<file path="config.mk">
export PLATFORM = sky130hd
export DESIGN_NAME = sigma_delta_processor
export DESIGN_NICKNAME = d
export VERILOG_FILES = /design/src/rtl/sd_pkg.sv /design/src/rtl/sd_reg_pkg.sv /design/src/rtl/sd_stream_if.sv /design/src/rtl/sd_clock_gen.sv /design/src/rtl/sd_cic_decimator.sv /design/src/rtl/sd_output_arbiter.sv /design/src/rtl/sd_fault_compare.sv /design/src/rtl/sd_regs.sv /design/src/rtl/sigma_delta_processor.sv
export SDC_FILE = /design/constraint.sdc
export NUM_CORES = 2
export LEC_CHECK = 0
export BUFFER_PORTS_ARGS = -buffer_cell sky130_fd_sc_hd__buf_2
export CELL_PAD_IN_SITES_DETAIL_PLACEMENT = 0
export CELL_PAD_IN_SITES_GLOBAL_PLACEMENT = 2
export CORE_MARGIN = 4
export CORE_UTILIZATION = 48
export CTS_BUF_LIST = sky130_fd_sc_hd__clkbuf_8
export CTS_CLUSTER_SIZE = 16
export DETAILED_ROUTE_END_ITERATION = 12
export PLACE_DENSITY = 0.85
export SETUP_SLACK_MARGIN = 0.3
export SLEW_MARGIN = 20
export SYNTH_ARGS = -nofsm -noshare
export SYNTH_HDL_FRONTEND = slang
export SYNTH_SLANG_ARGS = --single-unit
export TNS_END_PERCENT = 20
</file>
<file path="constraint.sdc">
create_clock -name clk -period 13.1 [get_ports clk]
set_input_delay 0.655 -clock clk [delete_from_list [all_inputs] [get_ports clk]]
set_output_delay 0.655 -clock clk [all_outputs]
set_load 0.01 [all_outputs]
</file>
<file path="src/rtl/sd_pkg.sv">
// Signal-chain constants and sample types shared by the demodulator blocks
package sd_pkg;

    // Channel count and modulator clock division
    localparam int n_channels = 4;
    localparam int clk_div = 4;

    // CIC filter shape, gain is decimation_ratio ** cic_order
    localparam int decimation_ratio = 32;
    localparam int cic_order = 3;
    localparam int cic_gain = 32768;
    localparam int cic_width = 18;

    // Output stream format
    localparam int data_width = 32;
    localparam int dest_width = 4;
    localparam logic [dest_width-1:0] dest_base = 4'd3;

    typedef logic [1:0] chan_idx_t;
    typedef logic signed [cic_width-1:0] sample_t;

endpackage

</file>
<file path="src/rtl/sd_reg_pkg.sv">
// Register map and AXI4-Lite response codes for the configuration slave
package sd_reg_pkg;

    localparam int axi_addr_width = 8;
    localparam int axi_data_width = 32;

    // Byte offsets of the register groups, four words each except control
    localparam logic [axi_addr_width-1:0] reg_low_base = 8'h00;
    localparam logic [axi_addr_width-1:0] reg_high_base = 8'h10;
    localparam logic [axi_addr_width-1:0] reg_offset_base = 8'h20;
    localparam logic [axi_addr_width-1:0] reg_ctrl = 8'h30;

    // Twelve threshold and offset words plus the control word
    localparam int reg_count = 13;

    localparam logic [1:0] axi_resp_okay = 2'b00;
    localparam logic [1:0] axi_resp_slverr = 2'b10;

endpackage

</file>
<file path="src/rtl/sd_stream_if.sv">
// Valid/ready stream of filtered samples between the arbiter and the fault comparator
`timescale 1ns/1ps

interface sd_stream_if;

    logic              valid;
    logic              ready;
    sd_pkg::sample_t   data;
    sd_pkg::chan_idx_t chan;

    // Data and channel must hold while valid is high and ready is low
    modport source (
        output valid,
        output data,
        output chan,
        input  ready
    );

    modport sink (
        input  valid,
        input  data,
        input  chan,
        output ready
    );

endinterface

</file>
<file path="src/rtl/sd_clock_gen.sv">
// Modulator clock divider that also issues a one-cycle strobe at each rising edge
`timescale 1ns/1ps

module sd_clock_gen (
    input  logic clk,
    input  logic arst_n,
    input  logic enable,
    output logic mod_clk,
    output logic bit_strobe
);

    logic [$clog2(sd_pkg::clk_div)-1:0] div_cnt;

    always_ff @(posedge clk or negedge arst_n) begin
        if (!arst_n) begin
            div_cnt    <= '0;
            mod_clk    <= 1'b0;
            bit_strobe <= 1'b0;
        end else if (!enable) begin
            div_cnt    <= '0;
            mod_clk    <= 1'b0;
            bit_strobe <= 1'b0;
        end else begin
            div_cnt <= div_cnt + 1'b1;
            // High for the first half of the period
            if (div_cnt == 0) begin
                mod_clk <= 1'b1;
            end else if (div_cnt == sd_pkg::clk_div / 2) begin
                mod_clk <= 1'b0;
            end
            bit_strobe <= (div_cnt == 0);
        end
    end

endmodule

</file>
<file path="src/rtl/sd_cic_decimator.sv">
// Third-order CIC decimator turning one modulator bitstream into signed samples
`timescale 1ns/1ps

module sd_cic_decimator (
    input  logic            clk,
    input  logic            arst_n,
    input  logic            bit_strobe,
    input  logic            bit_in,
    output sd_pkg::sample_t result,
    output logic            result_valid
);

    localparam int order = sd_pkg::cic_order;

    sd_pkg::sample_t x;
    sd_pkg::sample_t integ [order];
    sd_pkg::sample_t comb_dly [order];
    sd_pkg::sample_t comb_in [order+1];
    logic [$clog2(sd_pkg::decimation_ratio)-1:0] dec_cnt;
    logic dec_tick;

    // A one bit counts as +1 and a zero bit as -1
    assign x = bit_in ? sd_pkg::sample_t'(1) : sd_pkg::sample_t'(-1);
    assign dec_tick = bit_strobe && (dec_cnt == sd_pkg::decimation_ratio - 1);

    // Comb chain evaluated only on the decimated tick
    always_comb begin
        comb_in[0] = integ[order-1];
        for (int k = 0; k < order; k++) begin
            comb_in[k+1] = comb_in[k] - comb_dly[k];
        end
    end

    // Integrators wrap on overflow and the combs undo it at the output
    always_ff @(posedge clk or negedge arst_n) begin
        if (!arst_n) begin
            dec_cnt      <= '0;
            result_valid <= 1'b0;
            for (int k = 0; k < order; k++) begin
                integ[k]    <= '0;
                comb_dly[k] <= '0;
            end
        end else begin
            result_valid <= dec_tick;
            if (bit_strobe) begin
                dec_cnt  <= dec_tick ? '0 : dec_cnt + 1'b1;
                integ[0] <= integ[0] + x;
                for (int k = 1; k < order; k++) begin
                    integ[k] <= integ[k] + integ[k-1];
                end
            end
            if (dec_tick) begin
                for (int k = 0; k < order; k++) begin
                    comb_dly[k] <= comb_in[k];
                end
            end
        end
    end

    always_ff @(posedge clk) begin
        if (dec_tick) begin
            result <= comb_in[order];
        end
    end

    // A full-scale input bounds every result to plus or minus the filter gain
    a_result_in_range: assert property (
        @(posedge clk) disable iff (!arst_n)
        result_valid |-> (int'(result) <= sd_pkg::cic_gain) &&
                         (int'(result) >= -sd_pkg::cic_gain)
    );

endmodule

</file>
<file path="src/rtl/sd_output_arbiter.sv">
// Round-robin collector that serializes per-channel filter results onto the stream
`timescale 1ns/1ps

module sd_output_arbiter (
    input  logic                          clk,
    input  logic                          arst_n,
    input  sd_pkg::sample_t               results [sd_pkg::n_channels],
    input  logic [sd_pkg::n_channels-1:0] result_valid,
    sd_stream_if.source                   stream
);

    logic [sd_pkg::n_channels-1:0] pending;
    sd_pkg::sample_t   values [sd_pkg::n_channels];
    sd_pkg::chan_idx_t rr_ptr;
    sd_pkg::chan_idx_t cand;
    sd_pkg::chan_idx_t grant_idx;
    logic grant_found;
    logic take;

    // Search starts at the channel after the last one granted
    always_comb begin
        grant_found = 1'b0;
        grant_idx   = rr_ptr;
        cand        = rr_ptr;
        for (int k = 0; k < sd_pkg::n_channels; k++) begin
            cand = rr_ptr + sd_pkg::chan_idx_t'(k);
            if (!grant_found && pending[cand]) begin
                grant_found = 1'b1;
                grant_idx   = cand;
            end
        end
    end

    assign take = grant_found && (!stream.valid || stream.ready);

    always_ff @(posedge clk or negedge arst_n) begin
        if (!arst_n) begin
            pending      <= '0;
            rr_ptr       <= '0;
            stream.valid <= 1'b0;
        end else begin
            if (!stream.valid || stream.ready) begin
                stream.valid <= grant_found;
            end
            if (take) begin
                rr_ptr <= grant_idx + 1'b1;
            end
            // A fresh result re-arms its channel even when the old one is taken now
            for (int i = 0; i < sd_pkg::n_channels; i++) begin
                if (result_valid[i]) begin
                    pending[i] <= 1'b1;
                end else if (take && grant_idx == sd_pkg::chan_idx_t'(i)) begin
                    pending[i] <= 1'b0;
                end
            end
        end
    end

    always_ff @(posedge clk) begin
        for (int i = 0; i < sd_pkg::n_channels; i++) begin
            if (result_valid[i]) begin
                values[i] <= results[i];
            end
        end
        if (take) begin
            stream.data <= values[grant_idx];
            stream.chan <= grant_idx;
        end
    end

    // The round-robin order relies on all decimators finishing in the same cycle
    a_results_lockstep: assert property (
        @(posedge clk) disable iff (!arst_n)
        (|result_valid) |-> (&result_valid)
    );

endmodule

</file>
<file path="src/rtl/sd_fault_compare.sv">
// Output stage that removes the channel offset, checks thresholds and tags the destination
`timescale 1ns/1ps

module sd_fault_compare (
    input  logic                          clk,
    input  logic                          arst_n,
    sd_stream_if.sink                     stream,
    input  sd_pkg::sample_t               low_thr [sd_pkg::n_channels],
    input  sd_pkg::sample_t               high_thr [sd_pkg::n_channels],
    input  sd_pkg::sample_t               offset [sd_pkg::n_channels],
    output logic                          out_valid,
    input  logic                          out_ready,
    output logic [sd_pkg::data_width-1:0] out_data,
    output logic [sd_pkg::dest_width-1:0] out_dest,
    output logic [1:0]                    out_fault
);

    logic signed [sd_pkg::data_width-1:0] data_ext;
    logic signed [sd_pkg::data_width-1:0] offset_ext;
    logic signed [sd_pkg::data_width-1:0] low_ext;
    logic signed [sd_pkg::data_width-1:0] high_ext;
    logic signed [sd_pkg::data_width-1:0] corrected;

    // Everything is widened first so the subtraction cannot wrap
    assign data_ext   = stream.data;
    assign offset_ext = offset[stream.chan];
    assign low_ext    = low_thr[stream.chan];
    assign high_ext   = high_thr[stream.chan];
    assign corrected  = data_ext - offset_ext;

    assign stream.ready = !out_valid || out_ready;

    always_ff @(posedge clk or negedge arst_n) begin
        if (!arst_n) begin
            out_valid <= 1'b0;
        end else if (stream.ready) begin
            out_valid <= stream.valid;
        end
    end

    always_ff @(posedge clk) begin
        if (stream.valid && stream.ready) begin
            out_data     <= corrected;
            out_dest     <= sd_pkg::dest_base + {2'b00, stream.chan};
            out_fault[0] <= corrected < low_ext;
            out_fault[1] <= corrected > high_ext;
        end
    end

endmodule

</file>
<file path="src/rtl/sd_regs.sv">
// AXI4-Lite slave holding the per-channel thresholds, offsets and the filter enable
`timescale 1ns/1ps

module sd_regs (
    input  logic                                  clk,
    input  logic                                  arst_n,
    input  logic [sd_reg_pkg::axi_addr_width-1:0] awaddr,
    input  logic                                  awvalid,
    output logic                                  awready,
    input  logic [sd_reg_pkg::axi_data_width-1:0] wdata,
    input  logic [3:0]                            wstrb,
    input  logic                                  wvalid,
    output logic                                  wready,
    output logic [1:0]                            bresp,
    output logic                                  bvalid,
    input  logic                                  bready,
    input  logic [sd_reg_pkg::axi_addr_width-1:0] araddr,
    input  logic                                  arvalid,
    output logic                                  arready,
    output logic [sd_reg_pkg::axi_data_width-1:0] rdata,
    output logic [1:0]                            rresp,
    output logic                                  rvalid,
    input  logic                                  rready,
    output sd_pkg::sample_t                       low_thr [sd_pkg::n_channels],
    output sd_pkg::sample_t                       high_thr [sd_pkg::n_channels],
    output sd_pkg::sample_t                       offset [sd_pkg::n_channels],
    output logic                                  enable
);

    logic [sd_reg_pkg::axi_data_width-1:0] regs [sd_reg_pkg::reg_count];
    logic [4:0] wr_dec;
    logic [4:0] rd_dec;
    logic wr_fire;
    logic rd_fire;

    // Returns {hit, index} with the group number in the upper index bits
    function automatic logic [4:0] decode(input logic [sd_reg_pkg::axi_addr_width-1:0] addr);
        logic [sd_reg_pkg::axi_addr_width-1:0] group;
        group = {addr[7:4], 4'h0};
        if (addr[1:0] != 2'b00) begin
            return 5'd0;
        end
        case (group)
            sd_reg_pkg::reg_low_base:    return {1'b1, 2'd0, addr[3:2]};
            sd_reg_pkg::reg_high_base:   return {1'b1, 2'd1, addr[3:2]};
            sd_reg_pkg::reg_offset_base: return {1'b1, 2'd2, addr[3:2]};
            sd_reg_pkg::reg_ctrl:        return {addr[3:2] == 2'd0, 2'd3, 2'd0};
            default:                     return 5'd0;
        endcase
    endfunction

    assign wr_dec  = decode(awaddr);
    assign rd_dec  = decode(araddr);
    assign wr_fire = awready && awvalid && wvalid;
    assign rd_fire = arready && arvalid;

    always_ff @(posedge clk or negedge arst_n) begin
        if (!arst_n) begin
            awready <= 1'b0;
            wready  <= 1'b0;
            bvalid  <= 1'b0;
            bresp   <= sd_reg_pkg::axi_resp_okay;
            arready <= 1'b0;
            rvalid  <= 1'b0;
            rresp   <= sd_reg_pkg::axi_resp_okay;
            rdata   <= '0;
            for (int i = 0; i < sd_reg_pkg::reg_count; i++) begin
                regs[i] <= '0;
            end
        end else begin
            // Address and data are taken together in a single accept cycle
            awready <= awvalid && wvalid && !awready && !bvalid;
            wready  <= awvalid && wvalid && !awready && !bvalid;
            if (wr_fire) begin
                bvalid <= 1'b1;
                bresp  <= wr_dec[4] ? sd_reg_pkg::axi_resp_okay : sd_reg_pkg::axi_resp_slverr;
                for (int b = 0; b < 4; b++) begin
                    if (wr_dec[4] && wstrb[b]) begin
                        regs[wr_dec[3:0]][8*b +: 8] <= wdata[8*b +: 8];
                    end
                end
            end else if (bready) begin
                bvalid <= 1'b0;
            end

            arready <= arvalid && !arready && !rvalid;
            if (rd_fire) begin
                rvalid <= 1'b1;
                rresp  <= rd_dec[4] ? sd_reg_pkg::axi_resp_okay : sd_reg_pkg::axi_resp_slverr;
                rdata  <= rd_dec[4] ? regs[rd_dec[3:0]] : '0;
            end else if (rready) begin
                rvalid <= 1'b0;
            end
        end
    end

    always_comb begin
        for (int i = 0; i < sd_pkg::n_channels; i++) begin
            low_thr[i]  = regs[i][sd_pkg::cic_width-1:0];
            high_thr[i] = regs[sd_pkg::n_channels + i][sd_pkg::cic_width-1:0];
            offset[i]   = regs[2 * sd_pkg::n_channels + i][sd_pkg::cic_width-1:0];
        end
    end

    assign enable = regs[sd_reg_pkg::reg_count-1][0];

    // Address and data stay valid until the slave accepts them
    a_write_held: assert property (
        @(posedge clk) disable iff (!arst_n)
        awvalid && wvalid && !awready |=> awvalid && wvalid
    );

endmodule

</file>
<file path="src/rtl/sigma_delta_processor.sv">
// Four-channel sigma-delta demodulator top with AXI4-Lite configuration and sample output
`timescale 1ns/1ps

module sigma_delta_processor (
    input  logic                                  clk,
    input  logic                                  arst_n,
    input  logic [sd_pkg::n_channels-1:0]         bitstream_in,
    output logic                                  mod_clk,
    input  logic [sd_reg_pkg::axi_addr_width-1:0] awaddr,
    input  logic                                  awvalid,
    output logic                                  awready,
    input  logic [sd_reg_pkg::axi_data_width-1:0] wdata,
    input  logic [3:0]                            wstrb,
    input  logic                                  wvalid,
    output logic                                  wready,
    output logic [1:0]                            bresp,
    output logic                                  bvalid,
    input  logic                                  bready,
    input  logic [sd_reg_pkg::axi_addr_width-1:0] araddr,
    input  logic                                  arvalid,
    output logic                                  arready,
    output logic [sd_reg_pkg::axi_data_width-1:0] rdata,
    output logic [1:0]                            rresp,
    output logic                                  rvalid,
    input  logic                                  rready,
    output logic                                  out_valid,
    input  logic                                  out_ready,
    output logic [sd_pkg::data_width-1:0]         out_data,
    output logic [sd_pkg::dest_width-1:0]         out_dest,
    output logic [1:0]                            out_fault
);

    sd_pkg::sample_t low_thr [sd_pkg::n_channels];
    sd_pkg::sample_t high_thr [sd_pkg::n_channels];
    sd_pkg::sample_t offset [sd_pkg::n_channels];
    sd_pkg::sample_t results [sd_pkg::n_channels];
    logic [sd_pkg::n_channels-1:0] result_valid;
    logic enable;
    logic bit_strobe;

    sd_stream_if stream ();

    sd_regs u_regs (
        .clk, .arst_n,
        .awaddr, .awvalid, .awready, .wdata, .wstrb, .wvalid, .wready,
        .bresp, .bvalid, .bready,
        .araddr, .arvalid, .arready, .rdata, .rresp, .rvalid, .rready,
        .low_thr, .high_thr, .offset, .enable
    );

    sd_clock_gen u_clock_gen (
        .clk, .arst_n, .enable, .mod_clk, .bit_strobe
    );

    // All decimators share the strobe and stay in lockstep
    for (genvar i = 0; i < sd_pkg::n_channels; i++) begin : g_chan
        sd_cic_decimator u_cic (
            .clk,
            .arst_n,
            .bit_strobe,
            .bit_in       (bitstream_in[i]),
            .result       (results[i]),
            .result_valid (result_valid[i])
        );
    end

    sd_output_arbiter u_arbiter (
        .clk, .arst_n, .results, .result_valid, .stream (stream.source)
    );

    sd_fault_compare u_fault (
        .clk, .arst_n, .stream (stream.sink),
        .low_thr, .high_thr, .offset,
        .out_valid, .out_ready, .out_data, .out_dest, .out_fault
    );

endmodule

</file>
==> impl_results.md <==
- Number of nets in the layout: approximately 6800
- CTS H-tree depth: 4
- Crit Path Max Fanout: 15
- Post-place setup slack: 7.23 ns
- Number of vias per cell after detailed routing: 5.61
- Count of nets left with antenna violations after detail routing: 0
- Worst Tran Pin Value: between 1 and 1.5 ns
- Fill count: ~12000
- Synth top cells by count: dfrtp_1 (922), mux2_2 (522), ha_1 (474)
- Launch point of the worst reg-to-reg path: u_arbiter.stream.chan[0]
- Worst min path class: in -> reg
- Clock transition at the registers of the reported paths: 0.07 ns
- Unrepaired setup endpoints after global routing: false
- Count of non-filler cells in the finished layout: 8157
- Minimum clock period: around 6.1 ns
- Clock latency on the worst-skew pair: 0.93 ns
- Top-count cell post-synth: dfrtp_1
- Routed WL per cell: ~19 um
- Routed Wire Length: roughly 150 mm
- Root buf cell: clkbuf_8
- Worst setup path startpoint: u_arbiter.stream.chan[0]
- Core Rows: between 100 and 150
- Synth Register Bits: approximately 1100
- CTS Buffer Depth: 3
- Count of unique library cells instantiated by Yosys: 87
- Vertical extent of the die: 377 um
- Async set or reset register ratio after synthesis: between 80% and 90%
- Number of max-capacitance violations reported: 0
- Util after Layout: 53.1%
- Number of I/O pins: ~150
- Status: complete, no violations
- Mapped cell area: between 60000 and 70000 um^2
- Category of the worst setup path launch point: flip-flop
- Kind of critical path: reg -> reg
- Number of antenna violations at the first check in global routing: 10
- Aggregate global-route resource usage: between 20% and 30%
- Post-synthesis area per instance: approximately 11 um^2
- Drt first-iter violations: about 2700
- First drt pass iteration count: 6
- TritonCTS clock tree: built
- DRC errors left: 0
- Maximum number of pins on one net before global-route repair: 165
- Setup Viol. Count Final: 0
- Primary flip-flop cell chosen by synthesis mapping: dfrtp_1
- Number of sinks on the clock net: approximately 1100
- Hold slack: about 0.12 ns
- Total CTS buffers: around 200
- Worst IR drop on VDD: between 70 and 80 uV
- Top cell type by total area after synthesis: dfrtp_1
- Share of the clock period used by the worst path after layout: a little under half
- P&R area growth vs syn: 9.91%
- Proportion of layout cells with a drive suffix above 1: approximately 19%
- First-pass GRT wire length: ~250 mm
- HPWL after detailed placement: 105 mm
- Setup fix buffers added after clock tree synthesis: 0
- Setup ws final: about 7.0 ns
- Total overflow reported by the global router: 0
- Synth top area share: 35.2%
- Count of vias placed by the detailed router: around 46000
- Chip width: 377 um
- Worst setup skew after layout: about 0.058 ns
- Worst slew margin relative to its limit: a little under 30%
- Pins Over Slew Limit: 0
- Synthesized instance count: a little over 6000
- Effective utilization at floorplan: between 40% and 50%
- Number of global-route vias before repair: roughly 46000
- Pwr Density: between 100 and 150 nW/um^2
- Yosys Warn Count: 0
- Area of the core: roughly 140000 um^2
- Leakage power total: 33.2 nW
- Final hold violation count: 0
- Post-synthesis sequential area ratio: a little over two fifths
- Routability congestion estimate: ~0.86
- Critical path arrival: between 6 and 7 ns
- I/O Buffers: between 100 and 150
- Setup TNS: 0 ns
- Req. time, crit path: 13.76 ns
- Dominant cells by area after synthesis: dfrtp_1 (35%), ha_1 (9.1%), mux2_2 (9.0%)
- Type of element capturing the critical path: flip-flop
- Achievable frequency: 165 MHz
- Hold Startpoint: bitstream_in[0]
- Number of enable-type register cells in the synthesized netlist: roughly 190
- Floorplan die area: around 140000 um^2
- Post-Place Cells: just under 8000
-- registers in the layout (all words and copies together), names as in the netlist, 20 cells and up --
| register | count |
|---|---|
| u_regs.offset | 72 |
| g_chan.u_cic.result | 72 |
| u_arbiter.values | 72 |
| u_regs.low_thr | 72 |
| g_chan.u_cic.integ | 144 |
| u_regs.high_thr | 72 |
| u_regs.regs | 199 |
| u_regs.rdata | 32 |
| g_chan.u_cic.comb_dly | 216 |
| g_chan.u_cic.comb_in | 72 |
| g_chan.u_cic.dec_cnt | 20 |
-- per-stage QoR --
stage          power [mW]  cell area (um^2)
2_1_floorplan        3.95             65500
3_3_place_gp         4.10             67900
3_5_place_dp         4.11             67900
4_1_cts              7.43             71900
5_1_grt              7.64             72000
6_report             7.31             72000
-- worst max-delay path, stage by stage, from the launching register on --
cell	delay, ns
edfxtp_1	0.47
buf_4	0.27
mux4_2	0.40
ha_1	0.17
inv_1	0.06
fa_1	0.42
a21o_1	0.20
a21oi_1	0.23
o21bai_1	0.12
a2111oi_0	0.93
o31ai_1	0.29
nand2b_1	0.14
a21oi_1	0.09
o41a_1	0.37
a31oi_1	0.40
ha_1	0.36
nand4_1	0.15
nor2_1	0.08
a221oi_1	0.31
o221ai_1	0.19
mux2i_1	0.15
-- cell families after synthesis --
| kind of cell | Yosys count | share of synthesized area, % |
|---|---|---|
| other | 1 | 0.00573 |
| flip-flops | 1110 | 43.8 |
| AND/OR/NAND/NOR | 1230 | 8.93 |
| AO/OA/AOI/OAI | 1475 | 14.4 |
| XOR/XNOR | 352 | 4.73 |
| buffers and inverters | 641 | 3.81 |
| multiplexers | 741 | 14.4 |
| adder cells (fa/ha/maj) | 499 | 9.82 |
-- routing by layer --
| metal | wire length, um | up-vias | global-route usage [%] |
|---|---|---|---|
| li1 | - | 22293 | - |
| met1 | 70900 | 22434 | 30.1 |
| met2 | 71800 | 808 | 35.3 |
| met3 | 7440 | 238 | 3.58 |
| met4 | 3900 | 0 | 6.55 |
| met5 | 0 | - | 0 |
-- path summary, 6_finish.rpt --
check                                                    to  depth (start not counted)  slack (ns)
worst max-delay path                   u_fault.out_fault[1]                         20        7.04
worst min-delay path              g_chan[0].u_cic.integ[53]                          4        0.12
worst max register to register         u_fault.out_fault[1]                         20        7.04
worst min register to register       u_arbiter.values[2][7]                          0        0.39
max in group asynchronous         g_chan[3].u_cic.integ[42]                          5        9.77
min in group asynchronous       g_chan[2].u_cic.comb_in[70]                          2        0.33
-- layout make-up --
cell class / instances / area (um^2) / share of cell area [%]
clock buffer: 229 / 3150 / 4.38
antenna: 11 / 27.5 / 0.0382
clock inverter: 130 / 830 / 1.15
sequential: 1110 / 28700 / 39.9
timing repair buffer: 186 / 1130 / 1.57
multi-input combinational: 4300 / 34400 / 47.7
inverter: 410 / 1540 / 2.14
tap: 1781 / 2230 / 3.10
-- repair_timing --
| item | CTS | global route |
|---|---|---|
| resized for setup | 0 | 0 |
| hold endpoints to repair | 93 | 0 |
| hold buffers | 7 | 0 |
-- placed cells by master (no fill, tap or decap), drive strengths merged, types with 18 or more instances in the layout --
cell type	netlist	final
dfrtp	922	922
mux2	588	588
ha	474	474
inv	409	472
nand2	412	412
a21oi	384	384
nor2	367	367
o21ai	362	362
xnor2	256	256
clkbuf	171	229
edfxtp	188	188
buf	60	179
a21o	118	118
o21a	104	104
mux4	104	104
nor3	98	98
xor2	95	95
nand3	83	83
a211oi	76	76
a22oi	63	63
a31oi	63	63
nor2b	59	59
clkinv	1	58
mux2i	49	49
nand2b	44	44
o21bai	40	40
and3	38	38
a221oi	37	37
o31ai	35	35
or3	33	33
o211ai	27	27
fa	25	25
o2bb2ai	19	19
a21boi	18	18
-- report_power, final --
part	switching [mW]	internal (mW)
registers	0.00930	3.53
logic	0.303	0.201
clock network	1.53	1.74
Note: power is estimated with default switching activity, not from simulation.
